**config.mk**
```make
export PLATFORM = sky130hd
export DESIGN_NAME = p4_router_egress
export DESIGN_NICKNAME = d
export VERILOG_FILES = /design/src/source/p4_router_egress_pkg.sv /design/src/source/egress_port_fifo.sv /design/src/source/egress_width_adapt.sv /design/src/source/egress_port_counters.sv /design/src/source/egress_port_select.sv /design/src/source/p4_router_egress.sv
export SDC_FILE = /design/constraint.sdc
export NUM_CORES = 2
export LEC_CHECK = 0
export ABC_AREA = 0
export CORE_UTILIZATION = 57
export CTS_CLUSTER_DIAMETER = 150
export DETAILED_ROUTE_END_ITERATION = 12
export DONT_BUFFER_PORTS = 1
export GPL_ROUTABILITY_DRIVEN = 0
export PLACE_DENSITY = 0.75
export SETUP_SLACK_MARGIN = 0.02
export SYNTH_ARGS = -nofsm -noshare
export SYNTH_HDL_FRONTEND = slang
export SYNTH_MEMORY_MAX_BITS = 65536
export SYNTH_SLANG_ARGS = --single-unit
```
**constraint.sdc**
```tcl
create_clock -name egr_bus -period 6.7 [get_ports egr_bus]
set_input_delay 1.005 -clock egr_bus [delete_from_list [all_inputs] [get_ports egr_bus]]
set_output_delay 1.005 -clock egr_bus [all_outputs]
set_load 0.02 [all_outputs]
```
**src/source/p4_router_egress_pkg.sv**
```systemverilog
//////////////////////////////////////////////////
// Egress router shared definitions
//////////////////////////////////////////////////

`default_nettype none

package p4_router_egress_pkg;

    //////////////////////////////////////////////////
    // Sizes

    localparam int NUM_EGR_PORTS   = 4;
    localparam int EGR_PORT_W      = 2;
    localparam int EGR_BUS_BYTES   = 8;
    localparam int PHYS_PORT_BYTES = 2;
    localparam int LANES_PER_WORD  = EGR_BUS_BYTES / PHYS_PORT_BYTES;

    // Room a buffer needs before a packet is accepted
    localparam int MAX_PKT_WORDS   = 4;
    localparam int FIFO_DEPTH      = 16;
    localparam int FIFO_CNT_W      = 5;
    localparam int CNT_W           = 16;

    //////////////////////////////////////////////////
    // Types

    typedef logic [EGR_BUS_BYTES*8-1:0]   egr_data_t;
    typedef logic [EGR_BUS_BYTES-1:0]     egr_keep_t;
    typedef logic [EGR_PORT_W-1:0]        egr_port_t;
    typedef logic [PHYS_PORT_BYTES*8-1:0] phys_data_t;
    typedef logic [PHYS_PORT_BYTES-1:0]   phys_keep_t;
    typedef logic [FIFO_CNT_W-1:0]        fifo_cnt_t;
    typedef logic [CNT_W-1:0]             egr_cnt_t;

    // Per-packet routing decision
    typedef enum logic [1:0] {
        pkt_idle,
        pkt_forward,
        pkt_drop
    } pkt_state_t;

endpackage

`default_nettype wire

```
**src/source/egress_port_fifo.sv**
```systemverilog
//////////////////////////////////////////////////
// Per-port packet buffer
//////////////////////////////////////////////////

`default_nettype none

module egress_port_fifo
    import p4_router_egress_pkg::*;
(
    input  var logic      egr_bus,
    input  var logic      rst_n,
    input  var logic      wr_en,
    input  var egr_data_t wr_data,
    input  var egr_keep_t wr_keep,
    input  var logic      wr_last,
    input  var logic      rd_ready,
    output logic          rd_valid,
    output egr_data_t     rd_data,
    output egr_keep_t     rd_keep,
    output logic          rd_last,
    output fifo_cnt_t     free_cnt
);

    // Storage, keep and last ride beside each word
    egr_data_t mem_data [FIFO_DEPTH];
    egr_keep_t mem_keep [FIFO_DEPTH];
    logic      mem_last [FIFO_DEPTH];

    logic [$clog2(FIFO_DEPTH)-1:0] wr_ptr;
    logic [$clog2(FIFO_DEPTH)-1:0] rd_ptr;
    fifo_cnt_t                     count;
    logic                          do_rd;

    assign do_rd    = rd_valid && rd_ready;
    assign rd_valid = (count != '0);
    assign rd_data  = mem_data[rd_ptr];
    assign rd_keep  = mem_keep[rd_ptr];
    assign rd_last  = mem_last[rd_ptr];
    assign free_cnt = fifo_cnt_t'(FIFO_DEPTH) - count;

    //////////////////////////////////////////////////
    // Pointers and occupancy

    always_ff @(posedge egr_bus or negedge rst_n) begin
        if (!rst_n) begin
            wr_ptr <= '0;
            rd_ptr <= '0;
            count  <= '0;
        end else begin
            if (wr_en) begin
                wr_ptr <= wr_ptr + 1'b1;
            end
            if (do_rd) begin
                rd_ptr <= rd_ptr + 1'b1;
            end
            // Simultaneous read and write leaves count unchanged
            if (wr_en && !do_rd) begin
                count <= count + 1'b1;
            end else if (!wr_en && do_rd) begin
                count <= count - 1'b1;
            end
        end
    end

    // Write port
    always_ff @(posedge egr_bus) begin
        if (wr_en) begin
            mem_data[wr_ptr] <= wr_data;
            mem_keep[wr_ptr] <= wr_keep;
            mem_last[wr_ptr] <= wr_last;
        end
    end

endmodule

`default_nettype wire

```
**src/source/egress_width_adapt.sv**
```systemverilog
//////////////////////////////////////////////////
// 64 to 16 bit width converter
//////////////////////////////////////////////////

`default_nettype none

module egress_width_adapt
    import p4_router_egress_pkg::*;
(
    input  var logic      egr_bus,
    input  var logic      rst_n,
    input  var logic      rd_valid,
    input  var egr_data_t rd_data,
    input  var egr_keep_t rd_keep,
    input  var logic      rd_last,
    input  var logic      out_ready,
    output logic          rd_ready,
    output logic          out_valid,
    output phys_data_t    out_data,
    output phys_keep_t    out_keep,
    output logic          out_last
);

    egr_data_t                         word_q;
    egr_keep_t                         keep_q;
    logic                              last_q;
    logic                              held;
    logic [$clog2(LANES_PER_WORD)-1:0] lane_q;
    logic [$clog2(LANES_PER_WORD)-1:0] lane_nxt;
    logic [$clog2(LANES_PER_WORD)-1:0] lane_first;
    logic [LANES_PER_WORD-1:0]         held_mask;
    logic [LANES_PER_WORD-1:0]         in_mask;
    logic                              final_lane;
    logic                              lane_done;
    logic                              word_done;
    logic                              take;

    // One bit per lane that carries at least one byte
    function automatic logic [LANES_PER_WORD-1:0] lane_mask(input egr_keep_t keep);
        logic [LANES_PER_WORD-1:0] mask;
        for (int l = 0; l < LANES_PER_WORD; l++) begin
            mask[l] = |keep[l*PHYS_PORT_BYTES +: PHYS_PORT_BYTES];
        end
        return mask;
    endfunction

    //////////////////////////////////////////////////
    // Lane selection

    always_comb begin
        held_mask  = lane_mask(keep_q);
        in_mask    = lane_mask(rd_keep);
        final_lane = 1'b1;
        lane_nxt   = lane_q;
        lane_first = '0;
        // Walk downward so the lowest candidate wins
        for (int l = LANES_PER_WORD - 1; l >= 0; l--) begin
            if (l > int'(lane_q) && held_mask[l]) begin
                lane_nxt   = l[$bits(lane_nxt)-1:0];
                final_lane = 1'b0;
            end
            if (in_mask[l]) begin
                lane_first = l[$bits(lane_first)-1:0];
            end
        end
    end

    assign lane_done = held && out_ready;
    assign word_done = lane_done && final_lane;
    assign rd_ready  = !held || word_done;
    assign take      = rd_valid && rd_ready;

    assign out_valid = held;
    assign out_data  = word_q[lane_q*PHYS_PORT_BYTES*8 +: PHYS_PORT_BYTES*8];
    assign out_keep  = keep_q[lane_q*PHYS_PORT_BYTES +: PHYS_PORT_BYTES];
    assign out_last  = last_q && final_lane;

    //////////////////////////////////////////////////
    // Word holding and lane stepping

    always_ff @(posedge egr_bus or negedge rst_n) begin
        if (!rst_n) begin
            held   <= 1'b0;
            lane_q <= '0;
        end else if (take) begin
            held   <= 1'b1;
            lane_q <= lane_first;
        end else if (word_done) begin
            held <= 1'b0;
        end else if (lane_done) begin
            lane_q <= lane_nxt;
        end
    end

    always_ff @(posedge egr_bus) begin
        if (take) begin
            word_q <= rd_data;
            keep_q <= rd_keep;
            last_q <= rd_last;
        end
    end

endmodule

`default_nettype wire

```
**src/source/egress_port_counters.sv**
```systemverilog
//////////////////////////////////////////////////
// Per-port packet counters
//////////////////////////////////////////////////

`default_nettype none

module egress_port_counters
    import p4_router_egress_pkg::*;
(
    input  var logic egr_bus,
    input  var logic rst_n,
    input  var logic fwd_pulse,
    input  var logic drop_pulse,
    input  var logic cnt_clear,
    output egr_cnt_t cnt_fwd,
    output egr_cnt_t cnt_drop
);

    // Saturating step, clear wins over an increment
    function automatic egr_cnt_t cnt_step(
        input egr_cnt_t cur,
        input logic     inc,
        input logic     clr
    );
        egr_cnt_t nxt;
        nxt = cur;
        if (clr) begin
            nxt = '0;
        end else if (inc && (cur != '1)) begin
            nxt = cur + 1'b1;
        end
        return nxt;
    endfunction

    always_ff @(posedge egr_bus or negedge rst_n) begin
        if (!rst_n) begin
            cnt_fwd  <= '0;
            cnt_drop <= '0;
        end else begin
            cnt_fwd  <= cnt_step(cnt_fwd, fwd_pulse, cnt_clear);
            cnt_drop <= cnt_step(cnt_drop, drop_pulse, cnt_clear);
        end
    end

endmodule

`default_nettype wire

```
**src/source/egress_port_select.sv**
```systemverilog
//////////////////////////////////////////////////
// Egress routing and drop control
//////////////////////////////////////////////////

`default_nettype none

module egress_port_select
    import p4_router_egress_pkg::*;
(
    input  var logic                     egr_bus,
    input  var logic                     rst_n,
    input  var logic                     in_valid,
    input  var egr_data_t                in_data,
    input  var egr_keep_t                in_keep,
    input  var logic                     in_last,
    input  var egr_port_t                in_port,
    input  var logic [NUM_EGR_PORTS-1:0] port_enable,
    input  var fifo_cnt_t                free_cnt [NUM_EGR_PORTS],
    output logic [NUM_EGR_PORTS-1:0]     wr_en,
    output egr_data_t                    wr_data,
    output egr_keep_t                    wr_keep,
    output logic                         wr_last,
    output logic [NUM_EGR_PORTS-1:0]     fwd_pulse,
    output logic [NUM_EGR_PORTS-1:0]     drop_pulse,
    output logic [NUM_EGR_PORTS-1:0]     buf_full_drop
);

    pkt_state_t               state_q;
    pkt_state_t               state_d;
    egr_port_t                port_q;
    logic                     first_beat;
    logic                     has_room;
    logic                     fwd_now;
    logic                     cur_fwd;
    egr_port_t                cur_port;
    logic [NUM_EGR_PORTS-1:0] port_sel;
    int                       room;

    //////////////////////////////////////////////////
    // Decision on the first beat

    always_comb begin
        first_beat = in_valid && (state_q == pkt_idle);

        // A write still sitting in the output register is not yet in free_cnt
        room     = int'(free_cnt[in_port]) - int'(wr_en[in_port]);
        has_room = room >= MAX_PKT_WORDS;
        fwd_now  = port_enable[in_port] && has_room;

        // Later beats follow the stored decision
        cur_fwd  = first_beat ? fwd_now : (state_q == pkt_forward);
        cur_port = first_beat ? in_port : port_q;

        port_sel           = '0;
        port_sel[cur_port] = 1'b1;

        state_d = state_q;
        if (first_beat && !in_last) begin
            state_d = fwd_now ? pkt_forward : pkt_drop;
        end else if (in_valid && in_last) begin
            state_d = pkt_idle;
        end
    end

    //////////////////////////////////////////////////
    // Registered steering and pulses

    always_ff @(posedge egr_bus or negedge rst_n) begin
        if (!rst_n) begin
            state_q       <= pkt_idle;
            port_q        <= '0;
            wr_en         <= '0;
            fwd_pulse     <= '0;
            drop_pulse    <= '0;
            buf_full_drop <= '0;
        end else begin
            state_q <= state_d;
            if (first_beat) begin
                port_q <= in_port;
            end
            wr_en      <= (in_valid && cur_fwd) ? port_sel : '0;
            fwd_pulse  <= (first_beat && fwd_now) ? port_sel : '0;
            drop_pulse <= (first_beat && !fwd_now) ? port_sel : '0;
            // Only a lack of room flags here, a disabled port does not
            buf_full_drop <= (first_beat && port_enable[in_port] && !has_room) ?
                             port_sel : '0;
        end
    end

    // Beat payload shared by all buffers
    always_ff @(posedge egr_bus) begin
        wr_data <= in_data;
        wr_keep <= in_keep;
        wr_last <= in_last;
    end

endmodule

`default_nettype wire

```
**src/source/p4_router_egress.sv**
```systemverilog
//////////////////////////////////////////////////
// Egress router top level
//////////////////////////////////////////////////

`default_nettype none

module p4_router_egress
    import p4_router_egress_pkg::*;
(
    input  var logic                     egr_bus,
    input  var logic                     rst_n,

    input  var logic                     in_valid,
    output logic                         in_ready,
    input  var egr_data_t                in_data,
    input  var egr_keep_t                in_keep,
    input  var logic                     in_last,
    input  var egr_port_t                in_port,

    input  var logic [NUM_EGR_PORTS-1:0] port_enable,
    input  var logic [NUM_EGR_PORTS-1:0] cnt_clear,

    output logic [NUM_EGR_PORTS-1:0]     out_valid,
    input  var logic [NUM_EGR_PORTS-1:0] out_ready,
    output logic [NUM_EGR_PORTS-1:0]     out_last,
    output phys_data_t                   out_data [NUM_EGR_PORTS],
    output phys_keep_t                   out_keep [NUM_EGR_PORTS],

    output egr_cnt_t                     cnt_fwd  [NUM_EGR_PORTS],
    output egr_cnt_t                     cnt_drop [NUM_EGR_PORTS],
    output logic [NUM_EGR_PORTS-1:0]     buf_full_drop
);

    logic [NUM_EGR_PORTS-1:0] wr_en;
    egr_data_t                wr_data;
    egr_keep_t                wr_keep;
    logic                     wr_last;
    fifo_cnt_t                free_cnt [NUM_EGR_PORTS];
    logic [NUM_EGR_PORTS-1:0] fwd_pulse;
    logic [NUM_EGR_PORTS-1:0] drop_pulse;

    logic [NUM_EGR_PORTS-1:0] rd_valid;
    logic [NUM_EGR_PORTS-1:0] rd_ready;
    logic [NUM_EGR_PORTS-1:0] rd_last;
    egr_data_t                rd_data [NUM_EGR_PORTS];
    egr_keep_t                rd_keep [NUM_EGR_PORTS];

    // Input stream never back-pressures
    assign in_ready = 1'b1;

    //////////////////////////////////////////////////
    // Routing and drop control

    egress_port_select i_egress_port_select (
        .egr_bus       ( egr_bus       ),
        .rst_n         ( rst_n         ),
        .in_valid      ( in_valid      ),
        .in_data       ( in_data       ),
        .in_keep       ( in_keep       ),
        .in_last       ( in_last       ),
        .in_port       ( in_port       ),
        .port_enable   ( port_enable   ),
        .free_cnt      ( free_cnt      ),
        .wr_en         ( wr_en         ),
        .wr_data       ( wr_data       ),
        .wr_keep       ( wr_keep       ),
        .wr_last       ( wr_last       ),
        .fwd_pulse     ( fwd_pulse     ),
        .drop_pulse    ( drop_pulse    ),
        .buf_full_drop ( buf_full_drop )
    );

    //////////////////////////////////////////////////
    // Port slices

    for (genvar g = 0; g < NUM_EGR_PORTS; g++) begin : g_port
        egress_port_fifo i_egress_port_fifo (
            .egr_bus  ( egr_bus     ),
            .rst_n    ( rst_n       ),
            .wr_en    ( wr_en[g]    ),
            .wr_data  ( wr_data     ),
            .wr_keep  ( wr_keep     ),
            .wr_last  ( wr_last     ),
            .rd_ready ( rd_ready[g] ),
            .rd_valid ( rd_valid[g] ),
            .rd_data  ( rd_data[g]  ),
            .rd_keep  ( rd_keep[g]  ),
            .rd_last  ( rd_last[g]  ),
            .free_cnt ( free_cnt[g] )
        );

        egress_width_adapt i_egress_width_adapt (
            .egr_bus   ( egr_bus      ),
            .rst_n     ( rst_n        ),
            .rd_valid  ( rd_valid[g]  ),
            .rd_data   ( rd_data[g]   ),
            .rd_keep   ( rd_keep[g]   ),
            .rd_last   ( rd_last[g]   ),
            .out_ready ( out_ready[g] ),
            .rd_ready  ( rd_ready[g]  ),
            .out_valid ( out_valid[g] ),
            .out_data  ( out_data[g]  ),
            .out_keep  ( out_keep[g]  ),
            .out_last  ( out_last[g]  )
        );

        egress_port_counters i_egress_port_counters (
            .egr_bus    ( egr_bus       ),
            .rst_n      ( rst_n         ),
            .fwd_pulse  ( fwd_pulse[g]  ),
            .drop_pulse ( drop_pulse[g] ),
            .cnt_clear  ( cnt_clear[g]  ),
            .cnt_fwd    ( cnt_fwd[g]    ),
            .cnt_drop   ( cnt_drop[g]   )
        );
    end

endmodule

`default_nettype wire

```
---- Yosys cells after proc, flatten, opt, wreduce, memory -nomap -nowiden ----
Memories as Yosys holds them, arrays and structs flattened. A register that Yosys moved wholly into a read port is not among the register bits.
Cells that the tools add are included.
operators by class
  reductions and logical operators ........ 135
  shift-type cells ........................ 8
  bitwise operators ....................... 1
  order comparisons ....................... 17
  muxes and demuxes ....................... 110
  equality and inequality tests ........... 13
  add/subtract/negate cells ............... 29
operators with widths
  cell                                                                    count
  16-bit two-way mux                                                      16
  64-bit by 7-bit variable part select with 16-bit output                 4
  16-bit by 1-bit adder with 16-bit output, second input constant         8
  16-bit != test, second input constant                                   8
  2-bit two-way mux                                                       44
  2-bit OR reduction                                                      28
  1-bit logical AND                                                       54
  5-bit two-way mux                                                       10
  2-bit nonzero test                                                      21
  4-bit by 1-bit adder with 4-bit output, second input constant           8
  32-bit by 4-bit >= comparator with 1-bit output, second input constant  1
  1-bit two-way mux                                                       32
  8-bit by 4-bit variable part select with 2-bit output                   4
  5-bit by 1-bit adder with 5-bit output, second input constant           4
  5-bit nonzero test                                                      4
  5-bit by 1-bit subtractor with 5-bit output, second input constant      4
  5-bit subtractor, first input constant                                  4
  2-bit > comparator, first input constant                                8
  4-bit two-way mux                                                       4
  4-bit nonzero test                                                      4
  1-bit zero test                                                         15
  3-bit AND reduction                                                     4
  5-bit binary-select mux with 2-bit select                               1
  1-bit by 2-bit > comparator with 1-bit output, first input constant     4
  other kinds (11)                                                        19
storage, ports and cells
  bits in registers ....................... 317
  output and inout bits ................... 213
  RAM bits ................................ 4,672
  memories kept ........................... 12
memories
  name                                   depth  bits a word  rd ports  clocked after Yosys merged registers in  wr ports  RTL line                text
  g_port[0].i_egress_port_fifo.mem_data  16     64           1         1                                        1         egress_port_fifo.sv:25  egr_data_t mem_data [FIFO_DEPTH];
  g_port[1].i_egress_port_fifo.mem_data  16     64           1         1                                        1         egress_port_fifo.sv:25
  g_port[2].i_egress_port_fifo.mem_data  16     64           1         1                                        1         egress_port_fifo.sv:25
  g_port[3].i_egress_port_fifo.mem_data  16     64           1         1                                        1         egress_port_fifo.sv:25
  g_port[0].i_egress_port_fifo.mem_keep  16     8            1         0                                        1         egress_port_fifo.sv:26  egr_keep_t mem_keep [FIFO_DEPTH];
  g_port[1].i_egress_port_fifo.mem_keep  16     8            1         0                                        1         egress_port_fifo.sv:26
  6 more memories                        n/a    n/a          n/a       n/a                                      n/a       n/a

---- Depth between registers and ports, before layout ----
  depth in word-level cells ............... 11
  depth in mapped cells ................... 14
  mapped depth without buffers ............ 13

---- Modules after synthesis ----
Synthesis repeated with hierarchy kept, for this count alone.
second synthesis, totals
  cells, all modules ...................... 8,956
  area, all modules ....................... 199,645.2 um^2
modules (own cells, without submodules)
  module                                                   cells an instance  area an instance (um^2)  times used  seq. area each (um^2)
  egress_port_fifo (g_port[1].i_egress_port_fifo ...)      1,880              44,539.0                 3           35,399.0
  egress_port_fifo (g_port[0].i_egress_port_fifo)          1,880              44,517.7                 1           35,399.0
  egress_width_adapt (g_port[0].i_egress_width_adapt ...)  127                2,905.3                  3           2,267.2
  egress_port_counters                                     190                1,820.5                  4           800.8
  egress_width_adapt (g_port[3].i_egress_width_adapt)      132                2,952.8                  1           2,267.2
  egress_port_select                                       161                2,548.7                  1           1,961.9
  p4_router_egress                                         2                  11.3                     1           0.0

---- Worst setup path before layout ----
Ideal clock, no wire load.
  kind .................................... register to register
  start ................................... register i_egress_port_select.wr_en[0]
  end ..................................... memory g_port[0].i_egress_port_fifo.mem_data[3][0] (netlist name), enable pin
  buffers on the path ..................... 1
  cell stages (with the launch flop) ...... 4
  slack ................................... 0.378 ns
  required time ........................... 6.106 ns
  period minus slack after synthesis ...... 6.322 ns
  data arrival time ....................... 5.729 ns
  cells stage by stage .................... dfrtp_1 clkbuf_1 nand2_1 nor3_1
between the ends
  word-level cells in the longest chain between the ends .. 2
ends and longest elaborated chain
  what                                     RTL line                  text
  start, declared                          egress_port_select.sv:19  output logic [NUM_EGR_PORTS-1:0] wr_en,
  start signal, assigned                   egress_port_select.sv:81  wr_en <= (in_valid && cur_fwd) ? port_sel : '0;
  1-bit two-way mux                        egress_port_fifo.sv:67    if (wr_en) begin
  1-bit two-way mux (not written as such)  egress_port_fifo.sv:68    mem_data[wr_ptr] <= wr_data;
  end, declared                            egress_port_fifo.sv:25
No other way between the ends.

---- Worst setup path in the final report ----
  start ................................... register g_port[3].i_egress_width_adapt.lane_q[0]
  end ..................................... output port out_last[3]
between the ends
  word-level cells in the longest chain between the ends .. 6
  elaborated cells on any way between the ends .. 10
  classes of those cells .................. 3 x order compare; 3 x mux; 4 x reduce/logical
ends and longest elaborated chain
  what                             RTL line                  text
  start, declared                  egress_width_adapt.sv:28  logic [$clog2(LANES_PER_WORD)-1:0] lane_q;
  start signal, assigned           egress_width_adapt.sv:87  lane_q <= lane_first;
  start signal, assigned           egress_width_adapt.sv:91  lane_q <= lane_nxt;
  2-bit > comparator               egress_width_adapt.sv:58  if (l > int'(lane_q) && held_mask[l]) begin
  1-bit logical AND                egress_width_adapt.sv:58
  1-bit two-way mux (2 in series)  egress_width_adapt.sv:58
  1-bit two-way mux (*)            egress_width_adapt.sv:58
  1-bit logical AND (*)            egress_width_adapt.sv:76  assign out_last = last_q && final_lane;
  end, declared                    p4_router_egress.sv:25    output logic [NUM_EGR_PORTS-1:0] out_last,
Mark *: on every way between the ends. The rest lies on a longest branch, timed or not.

==> results.cfg <==
[place]
hpwl_um = 255000
portBuffers = 0
post-place-ws_ns = 2.85

[clock_network]
cts_tree = done
cts_resized = 0
cts_buffer_depth = 4
clkTransAtPathRegs_ns = 0.06
cts_made_buffers = 521
clkSinkCount = 5249
post-cts-setup-buffers = 0
clk_latency_ns = 1.06
cts_root_buffer = clkbuf_16
htreeDepth = 6

[floorplan]
die-area_mm2 = 0.355
core_mm2 = 0.350
initial_core_util_pct = 57.4
die_w_um = 596
ios = 303
die_h_um = 596
rows = 217

[yosys]
ys.flop_type = edfxtp_1
synth-seq-cells = 5249
synth-seq-area-share_pct = 77.6
synth_edf_count = 4964
syn_inst = 10000
yosys_warnings = 0
syn_area_per_cell_um2 = 20.0
syn_area_mm2 = 0.201
syn_nets = 10200
synthDistinctLibCells = 65
synthArstFlopShare_pct = 4.04

[route]
drt-vias-per-instance = 6.74
vias = 104000
wl_per_cell_um = 32.7
ant_nets = 0
firstDrtPassIters = 6
drt-total-wl_um = 503000
first_iter_violations = 15200
drc_errors = 0

[grt]
gr-total-overflow = 0
antenna_found_initial = 35
grt_use_total_pct = 28.1
grt_pass1_vias = 104000
grt_pass1_wl_um = 719000
grt_start_max_net_pins = 213

[cells_and_area]
nets = 10500
area_growth_pct = 11.6
ff_latch_area_mm2 = 0.156
utilization_pct = 64.0
nFillCells = 22300
layout-drive-gt1-share_pct = 17.1
multi_input_area_mm2 = 0.0428
final_common_cell = edfxtp_1
final_cell_mix = edfxtp_1 (4,964), mux2i_1 (1,178), mux4_2 (663), a221oi_1 (584), clkbuf_16 (529)

[setup_path]
end_kind = primary output
worstSetupPathType = flip-flop to primary output
cp_max_fo = 22
worst_ep_required_time_ns = 5.69
critPathLaunchType = flip-flop
worst_ep_arrival_time_ns = 3.67

[sta]
post-route-min-period_ns = 4.68
rsz0062_at_grt = false
slew_violations = 0
worst_slack_ns = 2.02
finalHoldViolCount = 0
fmax_mhz = 214
setup_viol = 0
skew_ns = 0.0444
tightest_slew_ns = 1.28
hold_slack_ns = 0.0756
slew_headroom_pct = 14.6
fin_tns_setup_ns = 0
fin_crit_sh_pct = 69.8

[run]
drv_cap = 0

[power_and_ir_drop]
power_leakage_nw = 74.3
power_density_mw_per_mm2 = 405
vdd_ir_drop_max_uv = 454

[min_path]
hold_path.class = input port to flip-flop

[outcome]
status = complete, no violations
==> per-layer routing <==
| layer | track usage, % | vias up | part of all wire, % |
|---|---|---|---|
| li1 | - | 42200 | - |
| met1 | 38.8 | 53900 | 37 |
| met2 | 45.3 | 6699 | 48 |
| met3 | 5.48 | 1029 | 12 |
| met4 | 9.66 | 6 | 3.7 |
| met5 | 0 | - | 0.0099 |
==> cell families (layout without fill, tap and decap cells) <==
kind of cell	Yosys count	count (layout)	share of synthesized area (%)
XOR/XNOR	164	164	0.715
other	1	9	0.00187
AND/OR/NAND/NOR	849	849	1.88
multiplexers	1844	1844	13.3
buffers and inverters	595	1339	1.39
adder cells (fa/ha/maj)	58	58	0.376
flip-flops	5249	5249	77.6
AO/OA/AOI/OAI	1279	1279	4.75
==> cell usage after synthesis, drive strengths merged (9+ instances only) <==
cell type | n | share of area, %
nand4 | 38 | 0.12
nor3 | 41 | 0.11
dfrtp | 212 | 2.6
or3 | 11 | 0.034
nor2b | 15 | 0.047
dfxtp | 73 | 0.73
nand2b | 19 | 0.059
nand2 | 401 | 0.75
nand3 | 46 | 0.11
inv | 51 | 0.095
buf | 272 | 0.79
a221oi | 584 | 2.5
a21oi | 23 | 0.057
ha | 54 | 0.34
mux2i | 1178 | 5.9
xor2 | 90 | 0.39
nor2 | 214 | 0.40
a22oi | 290 | 1.1
o21ai | 322 | 0.80
clkbuf | 269 | 0.50
mux4 | 663 | 7.4
xnor2 | 74 | 0.32
a21o | 10 | 0.037
edfxtp | 4964 | 74
and3 | 9 | 0.028
and4 | 20 | 0.087
and2 | 14 | 0.044
==> cell type report <==
class / instances / area share, %
flip-flops and latches: 5249 / 69.6
inverters: 54 / 0.0955
repair buffers: 356 / 1.41
clock buffers: 671 / 6.22
clock inverters: 258 / 1.03
diodes: 8 / 0.00893
well taps: 4599 / 2.57
multi-input cells: 4195 / 19.1
==> flip-flops by register name, indices dropped and copies added (netlist names) <==
signal	count
g_port.i_egress_port_counters.cnt_drop	64
g_port.i_egress_port_counters.cnt_fwd	64
g_port.i_egress_port_fifo.count	20
g_port.i_egress_port_fifo.mem_data	4096
g_port.i_egress_port_fifo.mem_keep	512
g_port.i_egress_port_fifo.mem_last	64
g_port.i_egress_port_fifo.rd_ptr	16
g_port.i_egress_port_fifo.wr_ptr	16
g_port.i_egress_width_adapt.keep_q	32
g_port.i_egress_width_adapt.lane_q	8
g_port.i_egress_width_adapt.last_q	4
g_port.i_egress_width_adapt.out_valid	4
g_port.i_egress_width_adapt.word_q	256
i_egress_port_select.buf_full_drop	4
i_egress_port_select.drop_pulse	4
i_egress_port_select.fwd_pulse	4
i_egress_port_select.port_q	2
i_egress_port_select.state_q	2
i_egress_port_select.wr_data	64
i_egress_port_select.wr_en	4
i_egress_port_select.wr_keep	8
i_egress_port_select.wr_last	1
==> power breakdown <==
| group | total, mW | internal [mW] | switching (mW) |
|---|---|---|---|
| Clock | 28.0 | 15.7 | 12.3 |
| Sequential | 39.8 | 38.0 | 1.75 |
| Combinational | 23.1 | 9.02 | 14.0 |
| Total | 90.9 | 62.8 | 28.1 |
==> repair_timing <==
item	in CTS	in global routing
hold buffers	81	1
setup endpoints to repair	0	0
hold endpoints to repair	415	64
==> path summary, 6_finish.rpt <==
| path | slack, ns | depth (start not counted) | startpoint | to |
|---|---|---|---|---|
| max reg2reg | 2.86 | 6 | g_port[3].i_egress_width_adapt.lane_q[0] | g_port[3].i_egress_width_adapt.word_q[36] |
| max in group asynchronous | 4.75 | 3 | rst_n | g_port[2].i_egress_port_fifo.rd_ptr[3] |
| min reg2reg | 0.50 | 2 | i_egress_port_select.state_q[1] | i_egress_port_select.state_q[1] |
| min | 0.08 | 1 | in_port[1] | i_egress_port_select.fwd_pulse[1] |
| max | 2.02 | 4 | g_port[3].i_egress_width_adapt.lane_q[0] | out_last[3] |
| min in group asynchronous | 0.52 | 2 | rst_n | g_port[0].i_egress_port_fifo.wr_ptr[2] |
==> stage by stage <==
| step | area [um2] | total power, mW | instances |
|---|---|---|---|
| finish | 224000 | 90.9 | 15400 |
| global route | 224000 | 93.8 | 15400 |
| CTS | 224000 | 91.0 | 15400 |
| detailed placement | 207000 | 63.1 | 14400 |
| global placement | 207000 | 62.6 | 14400 |
| floorplan | 201000 | 56.2 | 10000 |
==> worst max-delay path, cell delays in order (launching register included) <==
cell and delay, ns:
dfrtp_2 0.98, o21bai_1 0.22, a21oi_1 0.13, nor3b_1 1.01
buf_4 0.30
Note: power is estimated with default switching activity, not from simulation.
